### config.mk
export PLATFORM = sky130hd
export DESIGN_NAME = dcache_tag_store
export DESIGN_NICKNAME = d
export VERILOG_FILES = /design/src/rtl/dcache_pkg.sv /design/src/rtl/dcache_tag_store.sv
export SDC_FILE = /design/constraint.sdc
export NUM_CORES = 1
export LEC_CHECK = 0
export ABC_AREA = 1
export ABC_CLOCK_PERIOD_IN_PS = 6450
export CAP_MARGIN = 20
export CORE_MARGIN = 10
export CORE_UTILIZATION = 25
export CTS_CLUSTER_SIZE = 40
export DETAILED_ROUTE_END_ITERATION = 8
export DONT_BUFFER_PORTS = 1
export PLACE_DENSITY_LB_ADDON = 0.25
export SETUP_SLACK_MARGIN = 0.02
export SKIP_LAST_GASP = 1
export SLEW_MARGIN = 20
export SYNTH_ARGS = -nofsm -noshare
export SYNTH_HDL_FRONTEND = slang
export SYNTH_SLANG_ARGS = --single-unit
### constraint.sdc
create_clock -name clk -period 6.45 [get_ports clk]
set_clock_uncertainty 0.05 [all_clocks]
set_input_delay 1.29 -clock clk [delete_from_list [all_inputs] [get_ports clk]]
set_output_delay 1.29 -clock clk [all_outputs]
set_load 0.05 [all_outputs]
### src/rtl/dcache_pkg.sv
package dcache_pkg;

    // bus geometry
    localparam int ADDR_W  = 32;
    localparam int DATA_W  = 32;
    localparam int STRB_W  = DATA_W / 8;
    localparam int ALIGN_W = $clog2(STRB_W);

    // replacement state is a single bit per set, so two ways only
    localparam int WAYS = 2;

    // word select inside a line
    function automatic int offset_bits(input int line_words);
        return $clog2(line_words);
    endfunction

    // set select
    function automatic int index_bits(input int sets);
        return $clog2(sets);
    endfunction

    // whatever is left above index and offset
    function automatic int tag_bits(input int sets, input int line_words);
        int low_bits;
        low_bits = index_bits(sets) + offset_bits(line_words) + ALIGN_W;
        return ADDR_W - low_bits;
    endfunction

endpackage

### src/rtl/dcache_tag_store.sv
`timescale 1ns/1ps

module dcache_tag_store #(
    parameter int SETS       = 16,
    parameter int LINE_WORDS = 4
) (
    input  logic                                            clk,
    input  logic                                            resetn,
    input  logic [dcache_pkg::ADDR_W-1:0]                   lookup_addr,
    input  logic                                            touch_en,
    input  logic                                            touch_way,
    input  logic                                            touch_write,
    input  logic                                            fill_en,
    input  logic                                            fill_way,
    input  logic [dcache_pkg::tag_bits(SETS, LINE_WORDS)-1:0] fill_tag,
    input  logic                                            fill_dirty,
    output logic                                            hit,
    output logic                                            hit_way,
    output logic                                            victim_way,
    output logic                                            victim_dirty,
    output logic [dcache_pkg::tag_bits(SETS, LINE_WORDS)-1:0] victim_tag
);
    import dcache_pkg::*;

    localparam int OFF_W = offset_bits(LINE_WORDS);
    localparam int IDX_W = index_bits(SETS);
    localparam int TAG_W = tag_bits(SETS, LINE_WORDS);

    logic [WAYS-1:0][SETS-1:0] valid_q;
    logic [WAYS-1:0][SETS-1:0] dirty_q;
    logic [SETS-1:0]           plru_q;
    logic [TAG_W-1:0]          tag_q [WAYS][SETS];

    logic [IDX_W-1:0] idx;
    logic [IDX_W-1:0] idx_q;
    logic [TAG_W-1:0] tag;
    logic [WAYS-1:0]  hit_vec;

    assign idx = lookup_addr[ALIGN_W+OFF_W +: IDX_W];
    assign tag = lookup_addr[ADDR_W-1 -: TAG_W];

    always_comb begin
        for (int w = 0; w < WAYS; w++) begin
            hit_vec[w] = valid_q[w][idx] && (tag_q[w][idx] == tag);
        end
    end

    assign hit     = |hit_vec;
    assign hit_way = hit_vec[1];

    // empty way first, otherwise the way plru points at
    always_comb begin
        if (!valid_q[0][idx]) begin
            victim_way = 1'b0;
        end else if (!valid_q[1][idx]) begin
            victim_way = 1'b1;
        end else begin
            victim_way = plru_q[idx];
        end
    end

    assign victim_dirty = valid_q[victim_way][idx] && dirty_q[victim_way][idx];
    assign victim_tag   = tag_q[victim_way][idx];

    // touch and fill always refer to the set looked up one cycle earlier
    always_ff @(posedge clk) begin
        idx_q <= idx;
        if (fill_en) begin
            tag_q[fill_way][idx_q] <= fill_tag;
        end
    end

    always_ff @(posedge clk) begin
        if (resetn) begin
            valid_q <= '0;
            dirty_q <= '0;
            plru_q  <= '0;
        end else begin
            if (touch_en) begin
                // next victim is the way not just used
                plru_q[idx_q] <= ~touch_way;
                if (touch_write) begin
                    dirty_q[touch_way][idx_q] <= 1'b1;
                end
            end
            if (fill_en) begin
                valid_q[fill_way][idx_q] <= 1'b1;
                dirty_q[fill_way][idx_q] <= fill_dirty;
            end
        end
    end

endmodule

==> key figures <==
Worst setup path
  – Critical-path top delay cell: inv_12
  – CP dominant cell by count: nand2_1
  – Crit path launch type: primary input
  – CP max FO: 431
  – Crit path DAT: 5740 ps
  – WP buf/inv: 4
  – Crit path max-delay family: simple AND/OR/NAND/NOR gates
  – CP peak stage delay: 860 ps
  – CP Cell Sequence: inv_12 -> nand2_1 -> nand3_1 -> nand3_1 -> nand3_1 -> nand2_1 -> nand2_4 -> nand2_8 -> inv_6 -> buf_12 -> nor2_1 -> o21ai_0 -> nand3_1 -> nand2_1 -> nand2_1 -> nand2_1 -> buf_12
  – CP required: 5110 ps
  – Critical path type: in2out
  – Crit. End Element: primary output

Power and ir drop
  – Peak supply drop: 0.000206 V
  – Part of the power in registers: about 47%
  – Clock network power share: 43.0%
  – Switching share of power: 24.8%
  – Pwr per Cell Area: 281 nW/um2
  – Static leakage: 0.0176 uW
  – Internal power: 9670 uW
  – Logic pwr share: 9.7%
  – Net switching power: 3180 uW

Logic synthesis
  – Synth area leader: edfxtp_1
  – Share of Yosys cell area claimed by the top area cell type: between 50% and 60%
  – Sequential-to-total area share from yosys stat: 62.2%
  – Post-Syn Nets: 4426
  – Ranking of synthesized cells by area: edfxtp_1 (58%), nand2_1 (17%), nand3_1 (5.1%)
  – Synth cell types: 39
  – #FFs+latches synth: ~850
  – Yosys warns: 0
  – Gate Count Post-Synth: approximately 4400
  – Syn Area/Cell: 9.13 um2
  – Syn Std Cell Area: approximately 40000 um2

Drt
  – DR iter-0 viols: about 2600
  – DRC: 0
  – DRT Pass-1 Iters: 6
  – Vias: 30000
  – Final wirelength: roughly 140000 um
  – Mean number of vias per cell: 4.65
  – Post-DRT Antenna Nets: 0
  – DR WL/cell: 21.8 um

Floorplanning
  – Total core area: 158000 um2
  – Die Ht: 419 um
  – Num rows: 146
  – Die X: 419 um
  – Initial Utilization: 25.1%
  – I/O pin count: 92
  – Die area: 176000 um2

CTS
  – Clk sinks: 852
  – Clk root buf: clkbuf_16
  – CTS H-tree depth: 3
  – Worst-path clk slew: 60 ps
  – Num CTS Buffers: 98
  – Post-CTS setup buffer count: 0
  – TritonCTS clock tree: done
  – Post-CTS Resized: 0
  – Post-CTS Hold Buffers: 0
  – CTS Buffer Depth: 3
  – Worst-Skew Late Latency: 680 ps

Timing
  – Slew HR: -35.6%
  – Worst setup margin: -632 ps
  – Final max-slew violation count: roughly 250
  – RSZ-0062 raised after global routing: false
  – Setup TNS: -14430 ps
  – Final period util: 110%
  – Tmin final: roughly 7100 ps
  – Hold Fails Final Rpt: 0
  – Tightest Pin Transition: 2030 ps
  – Setup-failing EPs final: 28
  – FMAX: 141 MHz

Worst hold path
  – Hold/Removal Path Class: reg2reg

Finish
  – Fillers: about 16000
  – Share of post-route cells with drive strength above 1: 6.51%
  – Post-route cell area: 45800 um2
  – Final std cells w/o fill: 6446
  – Area growth syn-to-layout: 15.0%
  – Layout Nets: 4351

Outcome
  – Status: complete, but fails checks
  – Failing checks: max-slew violations, negative setup slack

Global routing
  – Vias in the first global route: about 28000
  – Global-route wire length before repair: 202000 um
  – Total gr overflow: 0
  – Initial antenna violation count: 10
  – Largest net degree at the start of global routing: 432
  – Total GRT Usage: 15.6%

Flow run
  – Maxcap violations: 0

Placement
  – IO Port Bufs: 0
  – Routability cong.: between 0.7 and 0.8
  – DP Worst Slack: between 400 and 500 ps
  – Hpwl dp: 79500 um
  – Post-Place Cells: 6259
  – Placed cell area: about 43000 um2
==> stage by stage <==
stage | util (%) | total power, uW | hold WS, ps
global placement | 26.8 | 7440 | 387
CTS | 28.9 | 13000 | 400
detailed placement | 26.9 | 7440 | 392
floorplan | - | 7080 | 381
global route | 28.9 | 13300 | 425
finish | 28.9 | 12900 | 405
==> placed cells by master, fill, tap and decap left out, drive strengths merged <==
cell type | Yosys | routed
a21o | 2 | 2
clkinv | 0 | 37
inv | 149 | 151
a31oi | 1 | 1
o21bai | 15 | 15
clkinvlp | 0 | 3
xnor2 | 6 | 6
a211oi | 65 | 65
o21ai | 255 | 255
nand4 | 5 | 5
o211ai | 14 | 14
nand2 | 1777 | 1777
clkbuf | 77 | 129
a21oi | 89 | 89
nand3 | 404 | 404
nor3 | 7 | 7
nand3b | 1 | 1
edfxtp | 768 | 768
xor2 | 14 | 14
o211a | 1 | 1
buf | 193 | 95
nor2 | 417 | 417
diode | 0 | 9
o2111ai | 3 | 3
dfxtp | 84 | 84
bufinv | 0 | 7
a22oi | 1 | 1
and2 | 1 | 1
o21ba | 8 | 8
o22ai | 1 | 1
mux2i | 1 | 1
or2 | 3 | 3
==> area by class of cell <==
cell class	count	area, um2	area share [%]
Antenna cell	9	22.5	0.0492
Tap cell	2072	2590	5.66
Timing Repair Buffer	95	1310	2.85
Clock buffer	129	2690	5.88
Inverter	149	592	1.29
Multi-Input combinational cell	3091	13400	29.3
Clock inverter	49	444	0.970
Sequential cell	852	24700	54.0
==> sequential cells by signal, summed over array words and instances (netlist names) <==
| name | flops |
|---|---|
| tag_q | 768 |
| dirty_q | 32 |
| valid_q | 32 |
| plru_q | 16 |
| idx_q | 4 |
==> layer usage <==
layer	wire length, um	GRT usage, %
met1	59900	19.9
met2	68600	26.6
met3	8000	2.58
met4	4230	5.31
met5	0	0
==> cell families after synthesis <==
family | count (synthesis) | share of synthesized area, %
AOI/OAI and AO/OA | 455 | 6.49
xor gates and xnor gates | 20 | 0.440
DFF | 852 | 62.2
muxes | 1 | 0.0251
and+or+nand+nor | 2615 | 26.1
buffers and inverters | 419 | 4.80
==> power by group through the flow <==
stage	Sequential [uW]	Combinational [uW]	Clock, uW
3_3_place_gp	6190	1250	0
4_1_cts	6070	1260	5630
3_5_place_dp	6190	1260	0
2_1_floorplan	6190	897	0
5_1_grt	6070	1380	5860
6_report	6070	1250	5530
==> worst register-to-register path: stages, from the launching register on <==
cell and delay (ps):
dfxtp_1 350, inv_1 60, nor2_1 90, inv_1 90
nor2_1 110, inv_1 120, nor2_4 760, buf_4 490
==> worst paths after layout <==
path | startpoint | to | slack, ps | cells past startpoint
worst max register to register | idx_q[1]$_DFF_P_ | tag_q[0][316]$_DFFE_PP_ | 3970 | 7
worst max-delay path | lookup_addr[4] | victim_tag[9] | -630 | 17
worst min register to register | valid_q[20]$_SDFFE_PP0P_ | valid_q[20]$_SDFFE_PP0P_ | 400 | 2
worst min-delay path | valid_q[20]$_SDFFE_PP0P_ | valid_q[20]$_SDFFE_PP0P_ | 400 | 2
==> synthesized netlist by cell type, drive strengths merged <==
master,instances
o22ai,1
a211oi,65
nand4,5
nand3b,1
inv,149
mux2i,1
o2111ai,3
a22oi,1
nand2,1777
dfxtp,84
o21bai,15
and2,1
clkbuf,77
nor3,7
a21o,2
a31oi,1
o211a,1
o21ai,255
o21ba,8
nor2,417
edfxtp,768
a21oi,89
buf,193
xor2,14
o211ai,14
xnor2,6
or2,3
nand3,404
Power figures use the tool's default switching activity.
