==> src/rtl/dcache_pkg.sv <==
package dcache_pkg;

    // bus geometry
    localparam int ADDR_W  = 32;
    localparam int DATA_W  = 32;
    localparam int STRB_W  = DATA_W / 8;
    localparam int ALIGN_W = $clog2(STRB_W);

    // replacement state is a single bit per set, so two ways only
    localparam int WAYS = 2;

    // word select inside a line
    function automatic int offset_bits(input int line_words);
        return $clog2(line_words);
    endfunction

    // set select
    function automatic int index_bits(input int sets);
        return $clog2(sets);
    endfunction

    // whatever is left above index and offset
    function automatic int tag_bits(input int sets, input int line_words);
        int low_bits;
        low_bits = index_bits(sets) + offset_bits(line_words) + ALIGN_W;
        return ADDR_W - low_bits;
    endfunction

endpackage

==> src/rtl/dcache_refill.sv <==
`timescale 1ns/1ps

module dcache_refill #(
    parameter int SETS       = 16,
    parameter int LINE_WORDS = 4
) (
    input  logic                                                             clk,
    input  logic                                                             resetn,
    input  logic                                                             start,
    input  logic [dcache_pkg::ADDR_W-1:0]                                    miss_addr,
    input  logic                                                             victim_way,
    input  logic                                                             victim_dirty,
    input  logic [dcache_pkg::tag_bits(SETS, LINE_WORDS)-1:0]                victim_tag,
    output logic                                                             done,
    output logic                                                             fill_en,
    output logic                                                             fill_way,
    output logic [dcache_pkg::tag_bits(SETS, LINE_WORDS)-1:0]                fill_tag,
    output logic                                                             fill_dirty,
    output logic                                                             b_en,
    output logic [dcache_pkg::index_bits(SETS)+dcache_pkg::offset_bits(LINE_WORDS):0] b_addr,
    output logic [dcache_pkg::STRB_W-1:0]                                    b_strobe,
    output logic [dcache_pkg::DATA_W-1:0]                                    b_wdata,
    input  logic [dcache_pkg::DATA_W-1:0]                                    b_rdata,
    output logic                                                             mem_valid,
    output logic                                                             mem_write,
    output logic [dcache_pkg::ADDR_W-1:0]                                    mem_addr,
    output logic [dcache_pkg::DATA_W-1:0]                                    mem_wdata,
    input  logic                                                             mem_ready,
    input  logic [dcache_pkg::DATA_W-1:0]                                    mem_rdata,
    input  logic                                                             mem_last
);
    import dcache_pkg::*;

    localparam int OFF_W = offset_bits(LINE_WORDS);
    localparam int IDX_W = index_bits(SETS);
    localparam int TAG_W = tag_bits(SETS, LINE_WORDS);

    localparam logic [1:0] S_IDLE      = 2'd0;
    localparam logic [1:0] S_WRITEBACK = 2'd1;
    localparam logic [1:0] S_FETCH     = 2'd2;

    logic [1:0]       state;
    logic             way_q;
    logic [IDX_W-1:0] idx_q;
    logic [TAG_W-1:0] tag_q;
    logic [TAG_W-1:0] vtag_q;
    logic [OFF_W-1:0] beat;
    logic [OFF_W-1:0] rd_off;
    logic [OFF_W-1:0] rd_off_q;
    logic             rd_busy;
    logic             rd_vld;
    logic             wb_go;
    logic             beat_done;
    logic [DATA_W-1:0] line_buf [LINE_WORDS];

    assign beat_done = mem_valid && mem_ready;

    always_ff @(posedge clk) begin
        if (resetn) begin
            state   <= S_IDLE;
            beat    <= '0;
            rd_off  <= '0;
            rd_busy <= 1'b0;
            rd_vld  <= 1'b0;
            wb_go   <= 1'b0;
            done    <= 1'b0;
        end else begin
            done   <= 1'b0;
            rd_vld <= rd_busy;
            case (state)
                S_IDLE: begin
                    if (start) begin
                        state   <= victim_dirty ? S_WRITEBACK : S_FETCH;
                        rd_busy <= victim_dirty;
                        rd_off  <= '0;
                        beat    <= '0;
                        wb_go   <= 1'b0;
                    end
                end
                S_WRITEBACK: begin
                    // burst waits one cycle for the first ram word
                    wb_go <= 1'b1;
                    if (rd_busy) begin
                        rd_off <= rd_off + 1'b1;
                        if (rd_off == OFF_W'(LINE_WORDS - 1)) begin
                            rd_busy <= 1'b0;
                        end
                    end
                    if (beat_done) begin
                        beat <= beat + 1'b1;
                        if (mem_last) begin
                            state <= S_FETCH;
                            beat  <= '0;
                            wb_go <= 1'b0;
                        end
                    end
                end
                S_FETCH: begin
                    if (beat_done) begin
                        beat <= beat + 1'b1;
                        if (mem_last) begin
                            state <= S_IDLE;
                            done  <= 1'b1;
                        end
                    end
                end
                default: begin
                    state <= S_IDLE;
                end
            endcase
        end
    end

    always_ff @(posedge clk) begin
        rd_off_q <= rd_off;
        if (rd_vld) begin
            line_buf[rd_off_q] <= b_rdata;
        end
        if (state == S_IDLE && start) begin
            way_q  <= victim_way;
            vtag_q <= victim_tag;
            tag_q  <= miss_addr[ADDR_W-1 -: TAG_W];
            idx_q  <= miss_addr[ALIGN_W+OFF_W +: IDX_W];
        end
    end

    assign mem_valid = (state == S_WRITEBACK && wb_go) || state == S_FETCH;
    assign mem_write = state == S_WRITEBACK && wb_go;
    assign mem_addr  = {(state == S_WRITEBACK) ? vtag_q : tag_q, idx_q,
                        {(OFF_W + ALIGN_W){1'b0}}};
    // word still on the ram output has not reached the buffer yet
    assign mem_wdata = (rd_vld && rd_off_q == beat) ? b_rdata : line_buf[beat];

    assign b_en     = (state == S_WRITEBACK && rd_busy) || (state == S_FETCH && mem_ready);
    assign b_addr   = {way_q, idx_q, (state == S_FETCH) ? beat : rd_off};
    assign b_strobe = {STRB_W{state == S_FETCH}};
    assign b_wdata  = mem_rdata;

    assign fill_en    = state == S_FETCH && mem_ready && mem_last;
    assign fill_way   = way_q;
    assign fill_tag   = tag_q;
    assign fill_dirty = 1'b0;

endmodule

==> config.mk <==
export PLATFORM = sky130hd
export DESIGN_NAME = dcache_refill
export DESIGN_NICKNAME = d
export VERILOG_FILES = /design/src/rtl/dcache_pkg.sv /design/src/rtl/dcache_refill.sv
export SDC_FILE = /design/constraint.sdc
export NUM_CORES = 1
export LEC_CHECK = 0
export ABC_AREA = 0
export BUFFER_PORTS_ARGS = -buffer_cell sky130_fd_sc_hd__buf_2
export CORE_MARGIN = 1
export CORE_UTILIZATION = 30
export DETAILED_ROUTE_END_ITERATION = 8
export HOLD_SLACK_MARGIN = 0.05
export MAX_ROUTING_LAYER = met4
export PLACE_DENSITY = 0.5
export SYNTH_ARGS = -nofsm -noshare
export SYNTH_HDL_FRONTEND = slang
export SYNTH_SLANG_ARGS = --single-unit
==> constraint.sdc <==
create_clock -name clk -period 6 [get_ports clk]
set_input_delay 0.6 -clock clk [delete_from_list [all_inputs] [get_ports clk]]
set_output_delay 0.6 -clock clk [all_outputs]
set_load 0.1 [all_outputs]
==> flow_metrics.tcl <==
set metrics [dict create \
    firstDrtPassIters 6 \
    hold_class "in -> reg" \
    grt_overflow 0 \
    cts_hold_buffers 0 \
    die_h_um 167 \
    synthTopCellsByArea "edfxtp_1 (67%), mux4_2 (8.3%), mux2_4 (5.5%), buf_4 (4.4%), mux2_2 (3.9%)" \
    initial_utilization 0.309 \
    hold_viol_final 0 \
    postRouteAntennaNets 0 \
    num_io_pins 265 \
    dpl_cell_area_um2 9120 \
    finalInstanceArea_um2 9760 \
    wl_per_cell_um 18.2 \
    clk_latency_ns 0.42 \
    synth_cells 413 \
    end_kind "primary output" \
    track_usage 0.129 \
    finalCriticalPeriod_ns 3.10 \
    ys_ff_latch 195 \
    tritoncts "built" \
    clock-skew-final_ns 0.0148 \
    worst_ir_drop_vdd_v 0.000327 \
    syn_avg_cell_area_um2 19.7 \
    cts-root-buf "clkbuf_16" \
    status "complete, but fails checks" \
    grt_pass1_wl_um 26100 \
    grt_pass1_vias 4602 \
    violations "DRC" \
    post_cts_buffers 0 \
    die_area_um2 27800 \
    final.hold.worst_slack_ns 0.345 \
    max_cap_violations 0 \
    synth_top_area_frac 0.669 \
    clk_pin_slew_ns 0.08 \
    nets 703 \
    worst_slew_pin_slew_ns 0.988 \
    yosysTopAreaCell "edfxtp_1" \
    yosys.cell_types.count 42 \
    finalSetupTns_ns 0 \
    synthesis.area_um2 8130 \
    initialDrtViolationCount 210 \
    antenna_found_initial 4 \
    grt_max_degree 48 \
    ys_warn_count 0 \
    fmax_ghz 0.322 \
    drive_above_1_share 0.564 \
    post-route-drc-count 10 \
    utilization 0.370 \
    wirelength_um 16800 \
    num_vias 4160 \
    synth_edf_count 181 \
    htree_num_levels 4 \
    p_leak_nw 3.61 \
    min_period_over_period 0.517 \
    syn2layout_area_growth_pct 20.1 \
    core-area_um2 26400 \
    yosys-top-cells-count "edfxtp_1 (181), buf_4 (48), mux2_4 (30), mux4_2 (30), mux2_2 (28)" \
    dp_hpwl_um 10900 \
    arrival_ns 2.50 \
    rsz0062_at_grt "false" \
    gp_congestion 0.731 \
    path_max_fanout 32 \
    crit_required_ns 5.40 \
    final-setup-viol-count 0 \
    cp-start-kind "register" \
    slew_violations 0 \
    synth.yosys.seq_area_share 0.703 \
    critPathKind "reg -> out" \
    clockBufferDepth 2 \
    rows 59 \
    die_w_um 167 \
    max_slew_margin 0.342 \
    pwr_density_cell_nw_per_um2 463 \
    cts_made_buffers 17 \
    cts_num_sinks 195 \
    cts.repair.resized 0 \
    async_flop_share 0 \
    synth_most_common_cell "edfxtp_1" \
    io_buffer_count 191 \
    yosys_most_used_dff "edfxtp_1" \
    drt-vias-per-instance 4.51 \
]
[logic make-up (layout without fill, tap and decap cells)]
group | after synthesis | count (layout) | share of synthesized area
simple gates | 29 | 29 | 0.0194
fa+ha+maj | 4 | 4 | 0.00616
other cells | 1 | 7 | 0.000461
compound gates | 23 | 23 | 0.0226
xor+xnor | 2 | 2 | 0.00215
buf+inv | 68 | 236 | 0.0611
flops | 195 | 195 | 0.703
mux | 91 | 91 | 0.185
[cell usage in the layout (no fill, tap or decap), types with 3 or more instances in the layout]
cell,n
a21oi_1,6
buf_2,191
buf_4,6
bufinv_16,3
clkbuf_16,17
conb_1,5
dfxtp_1,12
edfxtp_1,181
ha_1,4
inv_1,7
inv_6,4
inv_8,3
mux2_2,28
mux2_4,30
mux4_2,30
nand2_1,5
nor2_1,4
nor2b_1,6
o21ai_0,4
[path summary, 6_finish.rpt]
path | from | end | slack [ns] | cells past startpoint
max | register | mem_wdata[31] | 2.90 | 4
min | victim_way | fill_way$_DFFE_PP_ | 0.35 | 1
max reg2reg | state[0]$_SDFFE_PP0P_ | register | 3.93 | 6
min reg2reg | rd_off[1]$_SDFFE_PP0P_ | rd_off_q[1]$_DFF_P_ | 0.40 | 0
[power by group]
part           total, W  switching (W)  leakage, nW  internal (W)
clock           0.00122       0.000543        0.306      0.000678
combinational   0.00165        0.00135         1.53      0.000305
sequential      0.00165      0.0000418         1.77       0.00161
[registers in the layout, summed over array words and instances (netlist names), named ones only]
name / flops
rd_off: 2
fill_way: 1
rd_vld: 1
line_buf: 128
rd_busy: 1
rd_off_q: 2
wb_go: 1
idx_q: 4
done: 1
fill_tag: 24
vtag_q: 24
state: 2
beat: 2
[area by class of cell]
cell class                      instances  area, um^2
Timing Repair Buffer                  197        1000
Multi-Input combinational cell        154        1950
Sequential cell                       195        5720
Tap cell                              335         419
Antenna cell                            2        5.00
Clock buffer                           17         425
Fill cell                            2436       16600
Inverter                                7        26.3
Clock inverter                         15         211
[stage by stage]
step	cells	worst slack [ns]	power, W
after floorplan	417	1.94	0.00323
after global placement	888	3.31	0.00333
after detailed placement	888	3.27	0.00334
after CTS	920	2.81	0.00458
after global routing	922	2.75	0.00468
final	922	2.90	0.00452
[critical path: stages (launching register included)]
cell and delay, ns:
dfxtp_2 0.31, buf_4 0.55, mux4_1 0.64, mux2_2 0.28, buf_2 0.29
[metal layers]
layer | wire, um | track usage | up-vias
met2 | 8350 | 0.215 | 170
met4 | 253 | 0.0403 | 0
met5 | 0 | - | -
li1 | - | - | 1893
met3 | 1090 | 0.0399 | 28
met1 | 7130 | 0.148 | 2069
Power figures use the tool's default switching activity.
